**src/source/legv8_pkg.sv**
```systemverilog
`default_nettype none

package legv8_pkg;

  localparam int WORD_W    = 64;
  localparam int INSTR_W   = 32;
  localparam int REG_IDX_W = 5;
  localparam int OPCODE_W  = 11;
  localparam int ALU_FN_W  = 4;
  localparam int NUM_REGS  = 32;
  localparam int DIMM_W    = 9;   // D-type byte offset

  typedef logic [WORD_W-1:0]    word_t;
  typedef logic [INSTR_W-1:0]   instr_t;
  typedef logic [REG_IDX_W-1:0] reg_idx_t;
  typedef logic [OPCODE_W-1:0]  opcode_t;
  typedef logic [ALU_FN_W-1:0]  alu_fn_t;

  // Opcodes, instruction bits 31:21
  localparam opcode_t OPC_ADD  = 11'b100_0101_1000;
  localparam opcode_t OPC_SUB  = 11'b110_0101_1000;
  localparam opcode_t OPC_AND  = 11'b100_0101_0000;
  localparam opcode_t OPC_ORR  = 11'b101_0101_0000;
  localparam opcode_t OPC_LDUR = 11'b111_1100_0010;
  localparam opcode_t OPC_STUR = 11'b111_1100_0000;

  localparam alu_fn_t ALU_AND = 4'b0000;
  localparam alu_fn_t ALU_ORR = 4'b0001;
  localparam alu_fn_t ALU_ADD = 4'b0010;
  localparam alu_fn_t ALU_SUB = 4'b0110;

  localparam reg_idx_t XZR = 5'd31;   // Zero register

  localparam word_t INSTR_BYTES = 64'd4;

endpackage

`default_nettype wire

```
**src/source/memory_stage.sv**
```systemverilog
`timescale 1ns/1ps
`default_nettype none

module memory_stage (
  input  logic                 CLOCK,
  input  logic                 rst_n,
  input  legv8_pkg::word_t     mem_addr,
  input  legv8_pkg::word_t     mem_rdata,
  input  legv8_pkg::reg_idx_t  m_rd,
  input  logic                 m_reg_write,
  input  logic                 mem_read,
  output legv8_pkg::reg_idx_t  wb_idx,
  output logic                 wb_en,
  output legv8_pkg::word_t     wb_data
);
  import legv8_pkg::*;

  word_t wb_result;
  logic  wb_load;

  always_ff @(posedge CLOCK) begin
    if (!rst_n) begin
      wb_en     <= 1'b0;
      wb_load   <= 1'b0;
      wb_idx    <= '0;
      wb_result <= '0;
    end else begin
      wb_en     <= m_reg_write;
      wb_load   <= mem_read;
      wb_idx    <= m_rd;
      wb_result <= mem_addr;
    end
  end

  assign wb_data = wb_load ? mem_rdata : wb_result;   // Load data lands this cycle

endmodule

`default_nettype wire

```
**config.mk**
```make
export PLATFORM = sky130hd
export DESIGN_NAME = memory_stage
export DESIGN_NICKNAME = d
export VERILOG_FILES = /design/src/source/legv8_pkg.sv /design/src/source/memory_stage.sv
export SDC_FILE = /design/constraint.sdc
export NUM_CORES = 1
export LEC_CHECK = 0
export BUFFER_PORTS_ARGS = -buffer_cell sky130_fd_sc_hd__buf_2
export CAP_MARGIN = 20
export CORE_ASPECT_RATIO = 0.5
export CORE_UTILIZATION = 44
export CTS_CLUSTER_DIAMETER = 200
export DETAILED_ROUTE_END_ITERATION = 6
export GPL_TIMING_DRIVEN = 0
export PLACE_DENSITY_LB_ADDON = 0.05
export SLEW_MARGIN = 5
export SYNTH_ARGS = -nofsm -noshare
export SYNTH_HDL_FRONTEND = slang
export SYNTH_SLANG_ARGS = --single-unit
```
**constraint.sdc**
```tcl
create_clock -name CLOCK -period 3.7 [get_ports CLOCK]
set_clock_uncertainty 0.2 [all_clocks]
set_input_delay 0.37 -clock CLOCK [delete_from_list [all_inputs] [get_ports CLOCK]]
set_output_delay 0.37 -clock CLOCK [all_outputs]
set_load 0.05 [all_outputs]
```
[Word level (Yosys, flattened, before mapping)]
Index checks and enable logic that the tools add are counted.
W data, S select, Z words.
Operators by class
  mux-type cells: 1
Operators by type and width (number)
  $mux W64: 1
Word-level totals
  register bits after elaboration: 71
  bits of input ports: 137
  output and inout port bits: 70
  logic and storage cells: 5

[Longest topological paths before layout]
Gate-level depths: netlist of run 1.
  word-level depth: 1
  gate-level depth with buffers: 3
  gate-level depth less buffers: 1

[Worst setup path before layout of run 1]
No wires, ideal clock.
  path kind: register to output
  start point: reg wb_load
  end point: out wb_data[10]
  arrival time: 1019 ps
  required time: 3130 ps
  slack: 2111 ps
  cell stages (with the launch flop): 4
  buffers on the path: 2
  path through: dfxtp_1 -> buf_6 -> buf_12 -> mux2_4
On the way
  longest elaborated chain between the ends: 1
Ends and longest elaborated chain
  from (decl): line memory_stage.sv:19  | logic wb_load;
  from (signal assigned): line memory_stage.sv:29  | wb_load <= mem_read;
  $mux W64: line memory_stage.sv:35  | assign wb_data = wb_load ? mem_rdata : wb_result;
  to (decl): line memory_stage.sv:14  | output legv8_pkg::word_t wb_data
No other way between the ends.

[Worst setup path in the final report of run 1]
  start point: reg wb_load
  end point: out wb_data[32]
Same word-level chain as after synthesis.

==> metrics.md, run 1 <==
| Metric | Value |
|---|---|
| Post-layout min period | `2090 ps` |
| Signed area change from the synthesized netlist to the final layout | `47.4%` |
| Filler cell count | `507` |
| Leading post-synthesis cells by cell area | `dfxtp_1 (48%), mux2_4 (30%), and2_1 (15%)` |
| Distinct cell type count of the synthesized netlist | `7` |
| Slew at the pin closest to its max-slew limit | `323 ps` |
| Starting DRC count in detailed routing | `38` |
| Ranking of synthesized cells by instance count | `and2_1 (71), dfxtp_1 (71), mux2_4 (60), clkbuf_1 (7), buf_12 (6)` |
| Overall global routing resource usage | `18.5%` |
| Number of antenna violations at the first check in global routing | `0` |
| Postcts setup bufs | `0` |
| Die Y | `60.1 um` |
| Number of cells after detailed placement | `514` |
| Die outline area | `7100 um^2` |
| Port bufs | `206` |
| DP Area | `4110 um^2` |
| Clock-pin slew reported for the worst setup and hold paths after clock tree synthesis | `50 ps` |
| Post-synth ARST share | `0%` |
| Gate count after technology mapping | `220` |
| Total routed wirelength | `6.59 mm` |
| Critical Path Sink Type | `output port` |
| Via density per instance | `4.32` |
| Post-route standard cell area excluding fillers | `4380 um^2` |
| First-pass detailed-route iteration total | `4` |
| Worst Setup Path Type | `reg2out` |
| Cell leakage power | `2.29 nW` |
| Placer Congestion | `0.690` |
| Number of cell rows | `20` |
| Largest net degree at the start of global routing | `11` |
| Final antenna-violating net count | `0` |
| Reported max-cap violation count | `0` |
| Critical path data required time | `3130 ps` |
| Die Width | `118 um` |
| Fraction of layout instances using a drive strength above 1 | `65.7%` |
| Cell type with the largest total area after synthesis | `dfxtp_1` |
| Peak ir drop on the vdd network | `0.325 mV` |
| Min-Delay Path Class | `in2reg` |
| Total core area | `6280 um^2` |
| TritonCTS buffer count | `9` |
| Synth Area per Inst | `13.5 um^2` |
| Clock sink total | `71` |
| Clock tree from TritonCTS | `built` |
| Global route total overflow | `0` |
| Post-synth design cell area | `2970 um^2` |
| Final number of max-transition violations | `0` |
| Yosys top cell area share | `47.9%` |
| Final TNS setup | `0 ps` |
| Achievable frequency | `478 MHz` |
| Run status | `complete, no violations` |
| WHS | `56.4 ps` |
| Post-synth EDFFs | `0` |
| Via count of the first global-routing pass | `2185` |
| Worst setup SP type | `flop` |
| Root Buffer Master | `clkbuf_16` |
| # diodes | `0` |
| Final critical-path share of the clock period | `56.5%` |
| Wire length of the first global-routing pass | `9.83 mm` |
| I/O pin count | `207` |
| Part of the Yosys area used for sequential elements | `47.9%` |
| Max Fanout on Critical Path | `10` |
| Synthesized flop and latch total | `71` |
| Data arrival, critical path | `1520 ps` |
| CTS Buffer Depth | `2` |
| Hold path cells | `2` |
| Wirelength per Cell | `12.5 um` |
| Total number of nets in the final design | `574` |
| DRC violation count after routing | `0` |
| Most used flip-flop cell after synthesis | `dfxtp_1` |
| Unrepaired setup endpoints after global routing | `false` |
| Detailed placement HPWL | `5.28 mm` |
| Setup violations, final | `0` |
| Worst-case headroom to the max-slew limit | `78.4%` |
| Number of vias after detailed routing | `2279` |
| Post-CTS resize count | `0` |
| Count of endpoints failing hold in the final timing report | `0` |
| Nets in the synthesized netlist | `357` |
| Cell Pwr Density | `473 nW/um^2` |
| Synth warnings | `0` |
| Number of levels the H-tree was split into | `3` |
| # hold bufs at CTS | `0` |
| Final std cells w/o fill | `528` |
| Initial core utilization | `47.3%` |
-- layout make-up --
cell class                 count  area [um^2]  area share (%)
timing repair buffer         206         1030            23.6
clock buffer                  13          260            5.95
buffer                        14          158            3.60
clock inverter                 1         5.00           0.114
tap                           88          110            2.52
sequential                    71         1420            32.5
multi-input combinational    135         1390            31.8
-- routing by layer --
layer	global-route usage (%)	up-vias	part of all wire, %
met2	34.6	96	52
met1	19.0	1029	39
met4	6.04	0	0.99
met5	0	-	0
met3	8.40	7	8.6
li1	-	1147	-
-- worst paths after layout --
| kind | startpoint | to | slack (ps) |
|---|---|---|---|
| worst max-delay path | wb_load | wb_data[32] | 1610 |
| worst min-delay path | mem_addr[44] | wb_result[44] | 60 |
-- cells by family (layout without fill, tap and decap cells) --
kind of cell / after synthesis / in the layout / share of synthesized area [%]
flops: 71 / 71 / 47.9
simple gates: 71 / 71 / 15.0
mux: 64 / 64 / 31.9
buf+inv: 14 / 234 / 5.31
-- cell usage in the layout, fill, tap and decap left out --
| master | instances |
|---|---|
| buf_2 | 206 |
| and2_1 | 71 |
| dfxtp_1 | 71 |
| mux2_4 | 60 |
| clkbuf_1 | 9 |
| clkbuf_16 | 9 |
| buf_12 | 6 |
| mux2_2 | 4 |
| clkbuf_8 | 2 |
| buf_6 | 1 |
| clkinv_2 | 1 |
-- flip-flops by register name, summed over array words and instances, names as in the netlist --
name / flops
wb_load: 1
wb_result: 64
wb_idx: 5
wb_en: 1
-- critical path, stage by stage, from the launching register on --
cell     delay (ps)
dfxtp_1         320
buf_6           200
buf_12          170
mux2_4          300
buf_2           210
-- where the power goes --
| part | internal [W] | switching (W) | total, W |
|---|---|---|---|
| combinational | 0.000201 | 0.000297 | 0.000498 |
| sequential | 0.000807 | 0.0000116 | 0.000819 |
| clock | 0.000481 | 0.000274 | 0.000755 |
-- stage by stage --
stage	setup WS, ps	utilization [%]	power [W]
2_1_floorplan	2110	-	0.00120
3_3_place_gp	1950	65.4	0.00133
3_5_place_dp	1930	65.4	0.00134
4_1_cts	1590	69.7	0.00210
5_1_grt	1550	69.7	0.00216
6_report	1610	69.7	0.00207
No activity file was read; power rests on OpenSTA's default activity.
==> run 2: changes to the inputs <==
--- a/config.mk
+++ b/config.mk
@@ -8,7 +8,7 @@
 export BUFFER_PORTS_ARGS = -buffer_cell sky130_fd_sc_hd__buf_2
 export CAP_MARGIN = 20
 export CORE_ASPECT_RATIO = 0.5
-export CORE_UTILIZATION = 44
+export CORE_UTILIZATION = 41
 export CTS_CLUSTER_DIAMETER = 200
 export DETAILED_ROUTE_END_ITERATION = 6
 export GPL_TIMING_DRIVEN = 0
==> constraint.sdc (replaced) <==
create_clock -name CLOCK -period 2.2 [get_ports CLOCK]
set_clock_uncertainty 0.2 [all_clocks]
set_input_delay 0.22 -clock CLOCK [delete_from_list [all_inputs] [get_ports CLOCK]]
set_output_delay 0.22 -clock CLOCK [all_outputs]
set_load 0.05 [all_outputs]
==> metrics.md, run 2 (synthesis results as in run 1) <==
| Metric | Value |
|---|---|
| Number of levels the H-tree was split into | `3` |
| Cell internal power dissipation | `0.00259 W` |
| Postcts setup bufs | `0` |
| Slew at the pin closest to its max-slew limit | `349 ps` |
| Most frequent cells in the layout | `buf_2 (206), and2_1 (71), dlygate4sd3_1 (71), dfxtp_1 (71), mux2_4 (60)` |
| Total core area | `6830 um^2` |
| Total number of nets in the final design | `645` |
| TritonCTS buffer count | `9` |
| Final critical-path share of the clock period | `88.9%` |
| Final antenna-violating net count | `0` |
| Part of the power in combinational logic | `26.2%` |
| Number of cell rows | `21` |
| Part of the power in registers | `38.2%` |
| Wirelength per Cell | `12.5 um` |
| Final number of max-transition violations | `0` |
| Most common cell after layout, fill and taps aside | `buf_2` |
| GR Util met3 | `6.71%` |
| Peak ir drop on the vdd network | `0.536 mV` |
| Register ranked first by flip-flop count | `wb_result` |
| Die outline area | `7610 um^2` |
| Wire length of the first global-routing pass | `11.7 mm` |
| Critical path data required time | `1780 ps` |
| Root Buffer Master | `clkbuf_16` |
| Reported net switching power | `0.00102 W` |
| Port bufs | `206` |
| Run status | `complete, no violations` |
| Starting DRC count in detailed routing | `19` |
| Detailed placement HPWL | `5.10 mm` |
| Via count of the first global-routing pass | `2766` |
| Post-layout min period | `1950 ps` |
| Largest net degree at the start of global routing | `12` |
| Worst Setup Path Type | `reg2out` |
| CTS Buffer Depth | `2` |
| Unrepaired setup endpoints after global routing | `false` |
| Data arrival, critical path | `1530 ps` |
| Die Width | `122 um` |
| Total routed wirelength | `7.56 mm` |
| Achievable frequency | `512 MHz` |
| Critical Path Sink Type | `output port` |
| I/O pin count | `207` |
| Clock tree from TritonCTS | `built` |
| Clock-pin slew reported for the worst setup and hold paths after clock tree synthesis | `50 ps` |
| Peak-usage layer in the global routing report | `met2` |
| Overall global routing resource usage | `20.0%` |
| Clock sink total | `71` |
| Max Fanout on Critical Path | `10` |
| Reported max-cap violation count | `0` |
| Largest register FFs | `64` |
| First-pass detailed-route iteration total | `4` |
| Via density per instance | `4.31` |
| Setup violations, final | `0` |
| Signed area change from the synthesized netlist to the final layout | `71.8%` |
| Part of the power in the clock network | `35.7%` |
| Global route total overflow | `0` |
| Fraction of layout instances using a drive strength above 1 | `56.9%` |
| Cell Pwr Density | `707 nW/um^2` |
| GR met2 Demand/Resource | `39.3%` |
| Final TNS setup | `0 ps` |
| Registers with the most flip-flops | `wb_result (64), wb_idx (5)` |
| DRC violation count after routing | `0` |
| Switching share of power | `28.1%` |
| Placer Congestion | `0.683` |
| Filler cell count | `497` |
| Initial core utilization | `43.5%` |
| Number of antenna violations at the first check in global routing | `0` |
| # diodes | `0` |
| Worst-case headroom to the max-slew limit | `76.7%` |
| Worst setup SP type | `flop` |
| Number of vias after detailed routing | `2607` |
| Die Y | `62.2 um` |
| Post-Route Utilization | `74.7%` |
| Min-Delay Path Class | `in2reg` |
| GRT met1 Usage | `19.4%` |
| Cell leakage power | `2.60 nW` |
| Count of endpoints failing hold in the final timing report | `0` |
run 2: repair_timing:
action | in CTS | in global routing
gates resized for setup | 0 | 0
endpoints found under the hold margin | 71 | 0
hold buffers | 71 | 0
endpoints found under the setup margin | 0 | 0
run 2: path summary, 6_finish.rpt:
check,from,endpoint,cells after the start
setup / recovery,wb_load,wb_data[30],4
hold / removal,rst_n,wb_idx[2],2
run 2: metal layers:
layer | share of wire, % | vias up
met4 | 0.86 | 0
li1 | - | 1290
met1 | 36 | 1208
met5 | 0 | -
met2 | 55 | 101
met3 | 7.7 | 8
run 2: power groups by stage:
stage          clock (W)  sequential (W)  combinational, W
2_1_floorplan          0         0.00142          0.000606
3_3_place_gp           0         0.00140          0.000832
3_5_place_dp           0         0.00140          0.000842
4_1_cts          0.00133         0.00138          0.000941
5_1_grt          0.00139         0.00138          0.000992
6_report         0.00129         0.00138          0.000944
run 2: per-stage QoR:
stage	hold WS (ps)	instances	area, um^2	worst slack (ps)	power [W]
after floorplan	142	220	2970	761	0.00202
after global placement	220	518	4120	589	0.00223
after detailed placement	227	518	4120	581	0.00225
after CTS	56.7	605	5100	242	0.00365
after global routing	93.5	605	5100	189	0.00376
final	62.4	605	5100	245	0.00361
run 2: cell type report:
| type | instances | area [um^2] | area share [%] |
|---|---|---|---|
| clock inverter | 4 | 20.0 | 0.392 |
| multi-input combinational | 135 | 1390 | 27.2 |
| sequential | 71 | 1420 | 27.9 |
| tap | 92 | 115 | 2.26 |
| timing repair buffer | 277 | 1740 | 34.1 |
| clock buffer | 12 | 256 | 5.03 |
| buffer | 14 | 158 | 3.09 |
run 2: worst max-delay path: stages (launching register included):
cell,delay [ps]
dfxtp_1,320
buf_6,200
buf_12,170
mux2_4,310
buf_2,210
==> run 3: changes to the inputs <==
--- a/config.mk
+++ b/config.mk
@@ -12,7 +12,7 @@
 export CTS_CLUSTER_DIAMETER = 200
 export DETAILED_ROUTE_END_ITERATION = 6
 export GPL_TIMING_DRIVEN = 0
-export PLACE_DENSITY_LB_ADDON = 0.05
+export PLACE_DENSITY_LB_ADDON = 0.15
 export SLEW_MARGIN = 5
 export SYNTH_ARGS = -nofsm -noshare
 export SYNTH_HDL_FRONTEND = slang
==> metrics.md, run 3 (synthesis results as in run 1) <==
| Metric | Value |
|---|---|
| Unrepaired setup endpoints after global routing | `false` |
| WHS | `67.1 ps` |
| Register ranked first by flip-flop count | `wb_result` |
| Post-layout min period | `1960 ps` |
| Starting DRC count in detailed routing | `46` |
| Critical path launch point | `wb_load` |
| Most frequent cells in the layout | `buf_2 (206), and2_1 (71), dlygate4sd3_1 (71), dfxtp_1 (71), mux2_4 (60)` |
| Part of the power in the clock network | `36.6%` |
| Final critical-path share of the clock period | `88.9%` |
| I/O pin count | `207` |
| Part of the power in registers | `37.6%` |
| Clock sink total | `71` |
| Die Y | `62.2 um` |
| Registers with the most flip-flops | `wb_result (64), wb_idx (5)` |
| Signed area change from the synthesized netlist to the final layout | `72.1%` |
| Slew at the pin closest to its max-slew limit | `357 ps` |
| Switching share of power | `27.6%` |
| Total core area | `6830 um^2` |
| Worst-case headroom to the max-slew limit | `76.2%` |
| Clock tree from TritonCTS | `built` |
| Placer Congestion | `0.675` |
| Die Width | `122 um` |
| Final TNS setup | `0 ps` |
| Global route total overflow | `0` |
| CTS Buffer Depth | `2` |
| Data arrival, critical path | `1540 ps` |
| Critical path data required time | `1780 ps` |
| Critical path endpoint | `wb_data[47]` |
| Via count of the first global-routing pass | `2820` |
| # diodes | `0` |
| Delay of the slowest cell on the worst path | `320 ps` |
| DRC violation count after routing | `0` |
| Number of cell rows | `21` |
| Worst setup SP type | `flop` |
| Dpl ws | `586 ps` |
| Largest register FFs | `64` |
| Count of endpoints failing hold in the final timing report | `0` |
| Via density per instance | `4.26` |
| TritonCTS buffer count | `9` |
| HP Start | `rst_n` |
| Cell Pwr Density | `717 nW/um^2` |
| Most common cell after layout, fill and taps aside | `buf_2` |
| Fraction of layout instances using a drive strength above 1 | `56.8%` |
| Post-CTS resize count | `0` |
| Wirelength per Cell | `12.7 um` |
| Total number of nets in the final design | `645` |
| Number of cells after detailed placement | `518` |
| Die outline area | `7610 um^2` |
| Critical Path Sink Type | `output port` |
| Hold path cells | `2` |
| Total routed wirelength | `7.67 mm` |
| Achievable frequency | `511 MHz` |
| Detailed placement HPWL | `4.99 mm` |
| Final antenna-violating net count | `0` |
| Buffers plus inverters on the worst setup path | `3` |
| Port bufs | `206` |
| Overall global routing resource usage | `21.2%` |
| Initial core utilization | `43.5%` |
| Root Buffer Master | `clkbuf_16` |
| Number of levels the H-tree was split into | `3` |
| Min-Delay Path Class | `in2reg` |
| Least setup slack across all paths after layout | `243 ps` |
| Final std cells w/o fill | `603` |
| Cell count along the critical path | `4` |
| Cell internal power dissipation | `0.00265 W` |
| Series of cell instances along the critical path | `buf_6 > buf_12 > mux2_4 > buf_2` |
| Largest net degree at the start of global routing | `11` |
| Wire length of the first global-routing pass | `12.2 mm` |
| Part of the power in combinational logic | `25.8%` |
| Clock-pin slew reported for the worst setup and hold paths after clock tree synthesis | `50 ps` |
| Slowest stage cell on the critical path | `dfxtp_1` |
| Reported net switching power | `0.00101 W` |
| Setup violations, final | `0` |
| Overall power after layout | `0.00366 W` |
| Reported max-cap violation count | `0` |
| Cell leakage power | `2.60 nW` |
| Peak ir drop on the vdd network | `0.547 mV` |
| Number of vias after detailed routing | `2571` |
| Worst Setup Path Type | `reg2out` |
| Final number of max-transition violations | `0` |
| Run status | `complete, no violations` |
| Number of antenna violations at the first check in global routing | `0` |
| Gate family responsible for the most delay along the worst path | `buffers and inverters` |
| First-pass detailed-route iteration total | `4` |
| Max Fanout on Critical Path | `10` |
run 3: worst min path at each step:
stage	endpoint	slack (ps)
6_report	wb_idx[2]	70
5_1_grt	wb_idx[2]	80
4_1_cts	wb_idx[2]	60
3_5_place_dp	wb_result[11]	230
3_3_place_gp	wb_result[40]	230
2_1_floorplan	wb_idx[2]	140
run 3: cell type report:
cell class | count | area, um^2
repair buffers | 277 | 1740
clock buffers | 14 | 284
well taps | 92 | 115
multi-input cells | 135 | 1390
plain buffers | 14 | 158
fillers | 501 | 1720
flip-flops and latches | 71 | 1420
run 3: per-layer routing:
metal	vias up	GRT usage, %	share of wire, %
li1	1290	-	-
met2	102	42.2	55
met4	0	8.69	1.7
met5	-	0	0
met1	1166	19.2	37
met3	13	7.26	6.2
run 3: per-stage QoR:
stage	area, um^2	utilization, %
6_report	5110	74.8
5_1_grt	5110	74.8
4_1_cts	5110	74.8
3_5_place_dp	4120	60.2
3_3_place_gp	4120	60.2
2_1_floorplan	2970	-
run 3: power by group through the flow:
stage | Combinational, W | Sequential, W | Clock, W
global route | 0.000996 | 0.00138 | 0.00144
detailed placement | 0.000842 | 0.00140 | 0
finish | 0.000944 | 0.00138 | 0.00134
global placement | 0.000831 | 0.00140 | 0
floorplan | 0.000606 | 0.00142 | 0
CTS | 0.000941 | 0.00138 | 0.00137
run 3: repair_timing:
item                                    in CTS  in global routing
setup buffers                                0                  0
endpoints found under the hold margin       71                  0
hold buffers                                71                  0
endpoints found under the setup margin       0                  0
