$ cat src/source/legv8_pkg.sv
`default_nettype none

package legv8_pkg;

  localparam int WORD_W    = 64;
  localparam int INSTR_W   = 32;
  localparam int REG_IDX_W = 5;
  localparam int OPCODE_W  = 11;
  localparam int ALU_FN_W  = 4;
  localparam int NUM_REGS  = 32;
  localparam int DIMM_W    = 9;   // D-type byte offset

  typedef logic [WORD_W-1:0]    word_t;
  typedef logic [INSTR_W-1:0]   instr_t;
  typedef logic [REG_IDX_W-1:0] reg_idx_t;
  typedef logic [OPCODE_W-1:0]  opcode_t;
  typedef logic [ALU_FN_W-1:0]  alu_fn_t;

  // Opcodes, instruction bits 31:21
  localparam opcode_t OPC_ADD  = 11'b100_0101_1000;
  localparam opcode_t OPC_SUB  = 11'b110_0101_1000;
  localparam opcode_t OPC_AND  = 11'b100_0101_0000;
  localparam opcode_t OPC_ORR  = 11'b101_0101_0000;
  localparam opcode_t OPC_LDUR = 11'b111_1100_0010;
  localparam opcode_t OPC_STUR = 11'b111_1100_0000;

  localparam alu_fn_t ALU_AND = 4'b0000;
  localparam alu_fn_t ALU_ORR = 4'b0001;
  localparam alu_fn_t ALU_ADD = 4'b0010;
  localparam alu_fn_t ALU_SUB = 4'b0110;

  localparam reg_idx_t XZR = 5'd31;   // Zero register

  localparam word_t INSTR_BYTES = 64'd4;

endpackage

`default_nettype wire

$ cat src/source/fetch_unit.sv
`timescale 1ns/1ps
`default_nettype none

module fetch_unit (
  input  logic              CLOCK,
  input  logic              rst_n,
  input  logic              stall,
  output legv8_pkg::word_t  imem_addr,
  output legv8_pkg::word_t  dec_pc,
  output logic              dec_valid
);
  import legv8_pkg::*;

  word_t next_pc;   // Next sequential fetch

  // Instruction memory answers a cycle late, so a held instruction is fetched again
  assign imem_addr = stall ? dec_pc : next_pc;

  always_ff @(posedge CLOCK) begin
    if (!rst_n) begin
      next_pc   <= '0;
      dec_pc    <= '0;
      dec_valid <= 1'b0;
    end else begin
      next_pc   <= imem_addr + INSTR_BYTES;
      dec_pc    <= imem_addr;   // Tracks imem_data
      dec_valid <= 1'b1;
    end
  end

endmodule

`default_nettype wire

$ cat config.mk
export PLATFORM = sky130hd
export DESIGN_NAME = fetch_unit
export DESIGN_NICKNAME = d
export VERILOG_FILES = /design/src/source/legv8_pkg.sv /design/src/source/fetch_unit.sv
export SDC_FILE = /design/constraint.sdc
export NUM_CORES = 1
export LEC_CHECK = 0
export BUFFER_PORTS_ARGS = -buffer_cell sky130_fd_sc_hd__buf_4
export CAP_MARGIN = 15
export CORE_ASPECT_RATIO = 1.2
export CORE_MARGIN = 2
export CORE_UTILIZATION = 51
export CTS_BUF_LIST = sky130_fd_sc_hd__clkbuf_2 sky130_fd_sc_hd__clkbuf_4 sky130_fd_sc_hd__clkbuf_8
export DETAILED_ROUTE_END_ITERATION = 7
export GPL_TIMING_DRIVEN = 0
export HOLD_SLACK_MARGIN = 0.02
export PLACE_DENSITY = 0.79
export SLEW_MARGIN = 20
export SYNTH_ARGS = -nofsm -noshare
export SYNTH_HDL_FRONTEND = slang
export SYNTH_SLANG_ARGS = --single-unit
export TNS_END_PERCENT = 30
$ cat constraint.sdc
create_clock -name CLOCK -period 4.3 [get_ports CLOCK]
set_input_delay 0.645 -clock CLOCK [delete_from_list [all_inputs] [get_ports CLOCK]]
set_output_delay 0.645 -clock CLOCK [all_outputs]
set_load 0.02 [all_outputs]
# [Word level (Yosys, flattened, before mapping)]
# Index checks and enable logic that the tools add are counted.
[totals] ff_bits=129 input_bits=3 output_inout_bits=129 word_cells=6
[classes] addsub=1 mux=2
[op_table] operator="$add A64 B3 Y64 const B" n=1
[op_table] operator="$mux W64" n=1
[op_table] operator="$mux W1" n=1

# [Longest topological paths before layout]
# Gate-level depths: netlist of run 1.
[depth] depth_word=2 mapped_depth=17 ltp_nobuf=9

# [Worst setup path after synthesis of run 1]
# No wires, ideal clock.
[synth_timing] kind="input to register" from="input stall" to="register next_pc[60]" setup_ps=121 t_arrival_ps=4061 required_ps=4179 path_slack_ps=119 path_stages=16 path_buffers=8 cell_sequence="buf_6 buf_8 buf_4 buf_2 buf_2 buf_4 buf_2 mux2_2 ha_1 nand4_1 o22ai_2 nand3_1 or4_1 clkbuf_1 nor3_1 mux2_2"
[synth_via] elab_chain_cells=2
[synth_rtl] element="start: declaration" line="fetch_unit.sv:7" rtl="input logic stall,"
[synth_rtl] element="$mux W64" line="fetch_unit.sv:17" rtl="assign imem_addr = stall ? dec_pc : next_pc;"
[synth_rtl] element="via imem_addr[3]" line="fetch_unit.sv:8" rtl="output legv8_pkg::word_t imem_addr,"
[synth_rtl] element="$add A64 B3 Y64" line="fetch_unit.sv:25" rtl="next_pc <= imem_addr + INSTR_BYTES;"
[synth_rtl] element="end signal: assignment" line="fetch_unit.sv:25"
[synth_rtl] element="end: declaration" line="fetch_unit.sv:14" rtl="word_t next_pc;"
# The timed path passes the listed nets, and every way through them passes these cells.
# A chain may end at the register's enable or synchronous reset.

# [Worst setup path in the final report of run 1]
[layout_timing] from="input stall" to="register next_pc[62]"
[layout_via] elab_chain_cells=2
[layout_rtl] element="$mux W64" line="fetch_unit.sv:17"
[layout_rtl] element="$add A64 B3 Y64" line="fetch_unit.sv:25"
# No other way between the ends.

==> impl_metrics.env, run 1 <==
export IMPL_wl_um=19000
export IMPL_final_cell_mix="buf_4 (136), dfxtp_1 (127), nor2_1 (97)"
export IMPL_track_usage_pct=29.5
export IMPL_status="finished clean"
export IMPL_met3_usage_pct=7.35
export IMPL_swShare_pct=21.8
export IMPL_pwr_share_clk_pct=45.3
export IMPL_clock_root_buffer="clkbuf_8"
export IMPL_leakagePower_nw=3.50
export IMPL_final_area_um2=7600
export IMPL_finalHoldViolations=0
export IMPL_cts_tree="done"
export IMPL_rows=43
export IMPL_syn_area_per_cell_um2=8.77
export IMPL_holdPathEnd="dec_valid"
export IMPL_crit_path_start_kind="input pin"
export IMPL_synth_cell_type_count=50
export IMPL_reg2regPathDepth=6
export IMPL_yosysWarnings=0
export IMPL_die_height_um=123
export IMPL_first_global_vias=5605
export IMPL_setup_tns_ns=0
export IMPL_period_share_pct=96.2
export IMPL_min_from="rst_n"
export IMPL_cts_sinks=127
export IMPL_io_buffer_count=130
export IMPL_r2r_slack_ns=1.32
export IMPL_cts_clk_slew_worst_paths_ns=0.07
export IMPL_fmax_mhz=242
export IMPL_synth_area_um2=5980
export IMPL_grt_busiest_layer="met2"
export IMPL_finish_utilization_pct=66.0
export IMPL_die_w_um=103
export IMPL_slew_violations=0
export IMPL_fill_cells=965
export IMPL_internal_power_mw=1.84
export IMPL_rsz0062_at_grt="false"
export IMPL_dp_hpwl_um=13700
export IMPL_worstMarginPinSlew_ns=1.06
export IMPL_antenna_left=0
export IMPL_layout_drive_gt1_share_pct=25.4
export IMPL_grt_pass1_wl_um=28200
export IMPL_end_kind="flop"
export IMPL_pwr_share_seq_pct=50.1
export IMPL_critPathArrivalTime_ns=4.47
export IMPL_h_tree_depth=4
export IMPL_pwr_share_comb_pct=4.6
export IMPL_synth_cells=682
export IMPL_grtUsageMet2_pct=48.7
export IMPL_wl_per_cell_um=19.0
export IMPL_nNetsFinal=834
export IMPL_dr_pass1_iters=8
export IMPL_drtIter0Drc=525
export IMPL_fin_crit_ns=4.14
export IMPL_via_per_inst=5.92
export IMPL_async_flop_share_pct=0
export IMPL_reg2reg_to="next_pc[59]"
export IMPL_cts_path_max_buffers=2
export IMPL_initial_utilization_pct=51.9
export IMPL_hold_ws_ns=0.402
export IMPL_cts_hold_buffers=0
export IMPL_power_net_switching_uw=515
export IMPL_ioPinCount=132
export IMPL_ys_seq_elements=127
export IMPL_via_count=5908
export IMPL_power_density_nw_per_um2=311
export IMPL_dpl_cell_count=969
export IMPL_drv_cap=0
export IMPL_synthFlopType="dfxtp_1"
export IMPL_core_region_area_um2=11500
export IMPL_grt_max_degree=20
export IMPL_skew_ns=0.0107
export IMPL_drc=0
export IMPL_die_area_um2=12600
export IMPL_crit_fanout=19
export IMPL_gp_congestion=0.947
export IMPL_relSlewSlack_pct=29.2
export IMPL_insertion_delay_ns=0.45
export IMPL_grtUsageMet1_pct=35.8
export IMPL_grt_overflow=0
export IMPL_vdd_ir_drop_max_uv=174
export IMPL_diodes=0
export IMPL_synth_nets=686
export IMPL_syn_to_final_growth_pct=27.1
export IMPL_crit_required_ns=4.63
export IMPL_holdPathStages=1
export IMPL_critPathKind="input pin to flop"
export IMPL_r2r_start="dec_pc[37]"
export IMPL_synth_edf_count=0
export IMPL_cts_buffers=17
export IMPL_final_common_cell="buf_4"
export IMPL_place_area_um2=7150
export IMPL_final_cell_count_no_fill=998
export IMPL_antenna_found_initial=0
export IMPL_final_setup_viol_count=0
export IMPL_postCtsSetupRepairBufs=0
export IMPL_seq_area_frac_synth_pct=42.5
export IMPL_worstHoldPathType="input pin to flop"
-- flip-flops by register name, indices dropped and copies added (netlist names) --
name	cells
dec_pc	64
dec_valid	1
next_pc	62
-- stage by stage --
step	setup slack, ns	power, mW
after floorplan	0.119	1.27
after global placement	-1.04	1.31
after detailed placement	-1.14	1.31
after CTS	0.0623	2.36
after global routing	0.0154	2.42
final	0.163	2.36
-- power by group through the flow --
stage	registers [mW]	clock network, mW	logic (mW)
after floorplan	1.21	0	0.0649
after global placement	1.21	0	0.105
after detailed placement	1.21	0	0.105
after CTS	1.18	1.07	0.106
after global routing	1.18	1.12	0.112
final	1.18	1.07	0.109
-- layout make-up --
cell class	count	area (um^2)	share of cell area, %
multi-input combinational	475	3090	40.7
sequential	127	2540	33.5
inverter	45	169	2.22
clock inverter	7	110	1.45
tap	157	196	2.59
clock buffer	23	298	3.92
buffer	34	213	2.80
timing repair buffer	130	976	12.8
-- how the worst max path moves through the flow --
stage | to | startpoint | slack, ns
after floorplan | next_pc[60] | stall | 0.12
after global placement | next_pc[56] | stall | -1.04
after detailed placement | next_pc[56] | stall | -1.14
after CTS | next_pc[60] | stall | 0.06
after global routing | next_pc[60] | stall | 0.02
final | next_pc[62] | stall | 0.16
-- synthesized netlist by cell type, types with 3 or more instances --
cell type  count  area (um^2)
a21o_1         7         52.6
a21oi_1       16         80.1
a222oi_1       3         30.0
a22oi_1       14          105
a32o_1         3         30.0
a32oi_1        3         26.3
and2_1        26          163
buf_2          8         40.0
buf_4          5         37.5
buf_6          4         45.0
clkbuf_1      17         63.8
dfxtp_1      127         2540
inv_1         44          165
mux2_2        22          248
mux2i_1       41          410
nand2_1       39          146
nand3_1       50          250
nand3b_1      23          173
nand4_1       22          138
nand4b_1       6         52.6
nor2_1        97          364
nor2b_1        5         31.3
nor3_1        12         60.1
nor4_1         8         50.1
o21ai_0        8         40.0
o31ai_1        3         22.5
or2_2          4         25.0
or4_1          4         30.0
xnor2_1       33          289
-- worst max-delay path, cell delays in order --
cell and delay [ns]:
buf_6 0.14, buf_8 0.15, buf_6 0.23, buf_4 0.23, buf_4 0.28, buf_4 0.27, mux2i_1 0.12, inv_1 0.11
ha_1 0.28, nand4_1 0.17, o22ai_4 0.29, nand3_1 0.15, clkbuf_2 0.27, nor4_1 0.64, nand3_1 0.16, mux2_2 0.31
-- metal layers --
layer | part of all wire, % | routed length [um]
met1 | 38 | 7180
met2 | 48 | 9140
met3 | 10 | 1940
met4 | 3.8 | 714
met5 | 0 | 0
-- repair_timing --
item | 4_1_cts | 5_1_grt
pin swaps | 0 | 0
resized for setup | 5 | 6
endpoints found under the setup margin | 13 | 6
-- cell families (layout without fill, tap and decap cells) --
| family | count (synthesis) | after routing | share of synthesized area [%] |
|---|---|---|---|
| xor gates and xnor gates | 35 | 35 | 5.13 |
| and+or+nand+nor | 308 | 308 | 26.8 |
| DFF | 127 | 127 | 42.5 |
| buffers and inverters | 80 | 239 | 6.19 |
| muxes | 64 | 64 | 11.2 |
| adders and majority gates | 1 | 1 | 0.209 |
| AOI/OAI and AO/OA | 67 | 67 | 7.97 |
(Power assumes the default switching activity.)
==> run 2, diff against run 1 <==
--- a/config.mk
+++ b/config.mk
@@ -10,7 +10,7 @@
 export CORE_ASPECT_RATIO = 1.2
 export CORE_MARGIN = 2
 export CORE_UTILIZATION = 51
-export CTS_BUF_LIST = sky130_fd_sc_hd__clkbuf_2 sky130_fd_sc_hd__clkbuf_4 sky130_fd_sc_hd__clkbuf_8
+export CTS_BUF_LIST = sky130_fd_sc_hd__clkbuf_8
 export DETAILED_ROUTE_END_ITERATION = 7
 export GPL_TIMING_DRIVEN = 0
 export HOLD_SLACK_MARGIN = 0.02
==> impl_metrics.env, run 2 (synthesis gave the netlist of run 1 again) <==
export IMPL_first_global_vias=5608
export IMPL_hold_ws_ns=0.402
export IMPL_cts_sinks=127
export IMPL_die_w_um=103
export IMPL_worstMarginPinSlew_ns=1.05
export IMPL_postCtsSetupRepairBufs=0
export IMPL_worstHoldPathType="input pin to flop"
export IMPL_r2r_start="dec_pc[2]"
export IMPL_cts_path_max_buffers=2
export IMPL_rows=43
export IMPL_relSlewSlack_pct=30.2
export IMPL_initial_utilization_pct=51.9
export IMPL_cts_clk_slew_worst_paths_ns=0.07
export IMPL_reg2reg_to="next_pc[54]"
export IMPL_largest_register_ffs=64
export IMPL_r2r_slack_ns=1.31
export IMPL_via_per_inst=5.95
export IMPL_drtIter0Drc=558
export IMPL_largest_register="dec_pc"
export IMPL_final_common_cell="buf_4"
export IMPL_critPathKind="input pin to flop"
export IMPL_insertion_delay_ns=0.44
export IMPL_critPathArrivalTime_ns=4.47
export IMPL_slew_violations=0
export IMPL_dp_hpwl_um=13700
export IMPL_period_share_pct=96.6
export IMPL_cts_buffers=17
export IMPL_fin_crit_ns=4.15
export IMPL_crit_required_ns=4.61
export IMPL_grt_pass1_wl_um=28200
export IMPL_status="finished clean"
export IMPL_startpoint="stall"
export IMPL_grt_overflow=0
export IMPL_cts_hold_buffers=0
export IMPL_die_height_um=123
export IMPL_gp_congestion=0.947
export IMPL_diodes=0
export IMPL_layout_drive_gt1_share_pct=25.1
export IMPL_crit_path_start_kind="input pin"
export IMPL_fill_cells=974
export IMPL_setup_tns_ns=0
export IMPL_power_mw=2.33
export IMPL_die_area_um2=12600
export IMPL_syn_to_final_growth_pct=27.0
export IMPL_final_cell_mix="buf_4 (136), dfxtp_1 (127), nor2_1 (97)"
export IMPL_cts_tree="done"
export IMPL_cpMostUsedCell="buf_4"
export IMPL_ioPinCount=132
export IMPL_finish_utilization_pct=65.9
export IMPL_core_region_area_um2=11500
export IMPL_io_buffer_count=130
export IMPL_wl_per_cell_um=18.9
export IMPL_nNetsFinal=834
export IMPL_antenna_left=0
export IMPL_fmax_mhz=241
export IMPL_leakagePower_nw=3.50
export IMPL_antenna_found_initial=0
export IMPL_drv_cap=0
export IMPL_reg_top3="dec_pc (64), next_pc (62), dec_valid (1)"
export IMPL_grt_max_degree=20
export IMPL_wl_um=18900
export IMPL_final_setup_viol_count=0
export IMPL_crit_fanout=19
export IMPL_reg2regPathDepth=10
export IMPL_h_tree_depth=4
export IMPL_drc=0
export IMPL_skew_ns=0.00956
export IMPL_cp_slowest_stage_delay_ns=0.65
export IMPL_vdd_ir_drop_max_uv=175
export IMPL_endpoint="next_pc[54]"
export IMPL_via_count=5937
export IMPL_dr_pass1_iters=6
export IMPL_track_usage_pct=29.5
export IMPL_power_density_nw_per_um2=307
export IMPL_critical_path_slowest_cell="or4_1"
export IMPL_clock_root_buffer="clkbuf_8"
export IMPL_finalHoldViolations=0
export IMPL_end_kind="flop"
export IMPL_crit_chain="buf_6 > buf_8 > buf_6 > buf_4 > buf_4 > buf_4 > mux2i_1 > inv_1 > ha_1 > nand4_1 > o22ai_4 > nand3_1 > clkbuf_1 > or4_1 > o31ai_1 > o41ai_1"
## run 2: final cells by class
type	count	area [um^2]	share of cell area, %
plain buffers	34	211	2.79
clock buffers	20	275	3.63
clock inverters	10	121	1.60
inverters	45	169	2.22
multi-input cells	475	3100	40.8
flip-flops and latches	127	2540	33.5
well taps	157	196	2.59
repair buffers	130	976	12.9
## run 2: report_power, final
group / total, mW / internal [mW] / switching (mW)
Sequential: 1.18 / 1.18 / 0.00203
Clock: 1.04 / 0.602 / 0.440
Combinational: 0.109 / 0.0362 / 0.0728
## run 2: what timing repair did
item                                    CTS  global route
endpoints found under the setup margin   13             6
pin swaps                                 0             0
cloned                                    0             0
gates resized for setup                   5             5
## run 2: per-stage QoR
step / instance area [um^2] / std cells / worst slack (ns)
after floorplan: 5980 / 682 / 0.119
after global placement: 7150 / 969 / -1.04
after detailed placement: 7150 / 969 / -1.14
after CTS: 7560 / 998 / 0.0623
after global routing: 7590 / 998 / -0.0120
final: 7590 / 998 / 0.148
## run 2: how the worst min path moves through the flow
stage | end | cells after the start | start | slack, ns
6_report | dec_valid | 1 | rst_n | 0.40
5_1_grt | dec_valid | 1 | rst_n | 0.39
4_1_cts | dec_valid | 1 | rst_n | 0.40
3_5_place_dp | dec_pc[0] | 1 | dec_pc[0] | 0.47
3_3_place_gp | dec_pc[61] | 2 | next_pc[61] | 0.48
2_1_floorplan | dec_pc[0] | 1 | dec_pc[0] | 0.45
## run 2: critical path: cells and delay by family
kind / cells / cell delay (ns)
buf+inv: 8 / 1.72
simple gates: 3 / 0.98
fa+ha+maj: 1 / 0.28
mux: 1 / 0.12
compound gates: 3 / 0.70
## run 2: layer usage
layer,global-route usage [%],up-vias,share of wire [%]
met1,35.9,2843,38
met5,0,-,0
met4,14.1,0,3.8
met2,48.4,359,48
li1,-,2668,-
met3,7.35,67,10
==> run 3, diff against run 2 <==
--- a/config.mk
+++ b/config.mk
@@ -5,11 +5,12 @@
 export SDC_FILE = /design/constraint.sdc
 export NUM_CORES = 1
 export LEC_CHECK = 0
+export ABC_AREA = 1
 export BUFFER_PORTS_ARGS = -buffer_cell sky130_fd_sc_hd__buf_4
 export CAP_MARGIN = 15
 export CORE_ASPECT_RATIO = 1.2
 export CORE_MARGIN = 2
-export CORE_UTILIZATION = 51
+export CORE_UTILIZATION = 53
 export CTS_BUF_LIST = sky130_fd_sc_hd__clkbuf_8
 export DETAILED_ROUTE_END_ITERATION = 7
 export GPL_TIMING_DRIVEN = 0
==> impl_metrics.env, run 3 <==
export IMPL_largest_register="dec_pc"
export IMPL_ys_top_cells_by_area="dfxtp_1 (34%), nand2_1 (31%), nor2_1 (12%)"
export IMPL_synth_top_area_share_pct=34.2
export IMPL_wl_um=27600
export IMPL_insertion_delay_ns=0.46
export IMPL_final_cell_mix="nand2_1 (617), nor2_1 (241), inv_1 (186)"
export IMPL_largest_register_ffs=64
export IMPL_syn_to_final_growth_pct=21.7
export IMPL_nNetsFinal=1487
export IMPL_leakagePower_nw=4.56
export IMPL_die_height_um=134
export IMPL_place_area_um2=8630
export IMPL_synth_cells=1334
export IMPL_die_area_um2=15000
export IMPL_final_cell_count_no_fill=1667
export IMPL_relSlewSlack_pct=49.4
export IMPL_dp_hpwl_um=21400
export IMPL_synth_cell_type_count=28
export IMPL_vdd_ir_drop_max_uv=251
export IMPL_drv_cap=0
export IMPL_cts_clk_slew_worst_paths_ns=0.08
export IMPL_cts_tree="done"
export IMPL_track_usage_pct=36.1
export IMPL_via_count=8539
export IMPL_drc=0
export IMPL_syn_area_per_cell_um2=5.58
export IMPL_via_per_inst=5.12
export IMPL_cts_hold_buffers=0
export IMPL_drtIter0Drc=788
export IMPL_first_global_vias=7866
export IMPL_diodes=0
export IMPL_min_from="rst_n"
export IMPL_finalHoldViolations=0
export IMPL_status="finished clean"
export IMPL_grt_pass1_wl_um=41300
export IMPL_io_buffer_count=130
export IMPL_rows=47
export IMPL_initial_utilization_pct=54.1
export IMPL_crit_fanout=10
export IMPL_fill_cells=1348
export IMPL_core_region_area_um2=13800
export IMPL_cts_buffers=17
export IMPL_cts_sinks=127
export IMPL_seq_area_frac_synth_pct=34.2
export IMPL_ctsResizeCount=0
export IMPL_synth_area_um2=7440
export IMPL_die_w_um=112
export IMPL_power_mw=3.07
export IMPL_dpl_cell_count=1635
export IMPL_gp_congestion=1.03
export IMPL_end_kind="flop"
export IMPL_clock_root_buffer="clkbuf_8"
export IMPL_ioPinCount=132
export IMPL_startpoint="stall"
export IMPL_grt_overflow=0
export IMPL_antenna_left=0
export IMPL_yosysWarnings=0
export IMPL_yosysTopAreaCell="dfxtp_1"
export IMPL_final_common_cell="nand2_1"
export IMPL_hold_ws_ns=0.288
export IMPL_postCtsSetupRepairBufs=0
export IMPL_synthFlopType="dfxtp_1"
export IMPL_h_tree_depth=4
export IMPL_crit_required_ns=4.66
export IMPL_worstMarginPinSlew_ns=0.759
export IMPL_rsz0062_at_grt="false"
export IMPL_skew_ns=0.0104
export IMPL_antenna_found_initial=0
export IMPL_power_density_nw_per_um2=339
export IMPL_critPathKind="input pin to flop"
export IMPL_final_area_um2=9050
export IMPL_layout_drive_gt1_share_pct=14.8
export IMPL_fin_crit_ns=2.65
export IMPL_synth_edf_count=0
export IMPL_synthTopCellsByCount="nand2_1 (617), nor2_1 (241), inv_1 (186)"
export IMPL_setup_tns_ns=0
export IMPL_slew_violations=0
export IMPL_final_setup_viol_count=0
export IMPL_reg_top3="dec_pc (64), next_pc (62), dec_valid (1)"
export IMPL_r2r_start="dec_pc[2]"
export IMPL_fmax_mhz=378
export IMPL_grt_max_degree=17
export IMPL_dr_pass1_iters=7
export IMPL_synth_nets=1338
export IMPL_period_share_pct=61.6
export IMPL_async_flop_share_pct=0
export IMPL_worstHoldPathType="input pin to flop"
export IMPL_crit_path_start_kind="input pin"
export IMPL_cts_path_max_buffers=2
export IMPL_wl_per_cell_um=16.6
export IMPL_synth_most_common_cell="nand2_1"
export IMPL_critPathArrivalTime_ns=3.01
export IMPL_ys_seq_elements=127
==> run 3: changes by cell type in the layout (fill, tap and decap cells not counted), moves of 20 or more <==
cell / delta
nor2_1: +144
xnor2_1: -33
nand2_1: +578
nand3b_1: -23
mux2_2: -22
mux2i_1: -41
and2_1: -26
inv_1: +139
nand3_1: -24
nand4_1: -20
==> run 3: cells by family after synthesis <==
group / after synthesis / synth area share (%)
buffers and inverters: 237 / 13.7
AND/OR/NAND/NOR: 915 / 47.9
adder cells (fa/ha/maj): 1 / 0.168
AO/OA/AOI/OAI: 54 / 4.12
flip-flops: 127 / 34.2
==> run 3: final timing paths <==
| kind | end | cells after the start | slack (ns) |
|---|---|---|---|
| max reg2reg | next_pc[50] | 12 | 1.97 |
| min reg2reg | dec_pc[0] | 2 | 0.44 |
| min | dec_valid | 1 | 0.29 |
| max | next_pc[50] | 16 | 1.65 |
==> run 3: per-layer routing <==
metal,up-vias,wire [um],track usage (%)
met5,-,0,0
met4,0,1660,21.5
met3,117,2090,7.32
met2,388,13500,63.8
met1,3826,10400,39.7
li1,4208,-,-
==> run 3: per-stage QoR <==
step	util (%)	setup WS, ns
5_1_grt	65.8	1.53
4_1_cts	65.8	1.73
2_1_floorplan	-	1.91
3_3_place_gp	62.7	1.28
6_report	65.8	1.65
3_5_place_dp	62.7	1.26
==> run 3: power by group <==
part	total [mW]	switching (mW)	internal (mW)	leakage, nW
logic	0.641	0.429	0.212	3.31
clock network	1.13	0.524	0.604	0.205
registers	1.30	0.0450	1.25	1.05
total	3.07	0.998	2.07	4.56
==> run 3: critical path, cell delays in order <==
cell and delay, ns:
buf_6 0.12, inv_6 0.07, buf_6 0.16, buf_6 0.20, nand2_1 0.08, o21ai_2 0.10, ha_1 0.22, nand2_2 0.12
nor2_2 0.20, nand2_1 0.18, nor2_2 0.31, nand2_1 0.24, nor2_1 0.15, nand2_1 0.08, nand2_1 0.07, inv_1 0.04
==> run 3: layout make-up <==
| class | count | area [um^2] | share of cell area (%) |
|---|---|---|---|
| well taps | 171 | 214 | 2.36 |
| multi-input cells | 970 | 3880 | 42.9 |
| repair buffers | 130 | 976 | 10.8 |
| flip-flops and latches | 127 | 2540 | 28.1 |
| inverters | 194 | 733 | 8.10 |
| clock buffers | 19 | 262 | 2.89 |
| plain buffers | 43 | 283 | 3.12 |
| clock inverters | 13 | 161 | 1.78 |
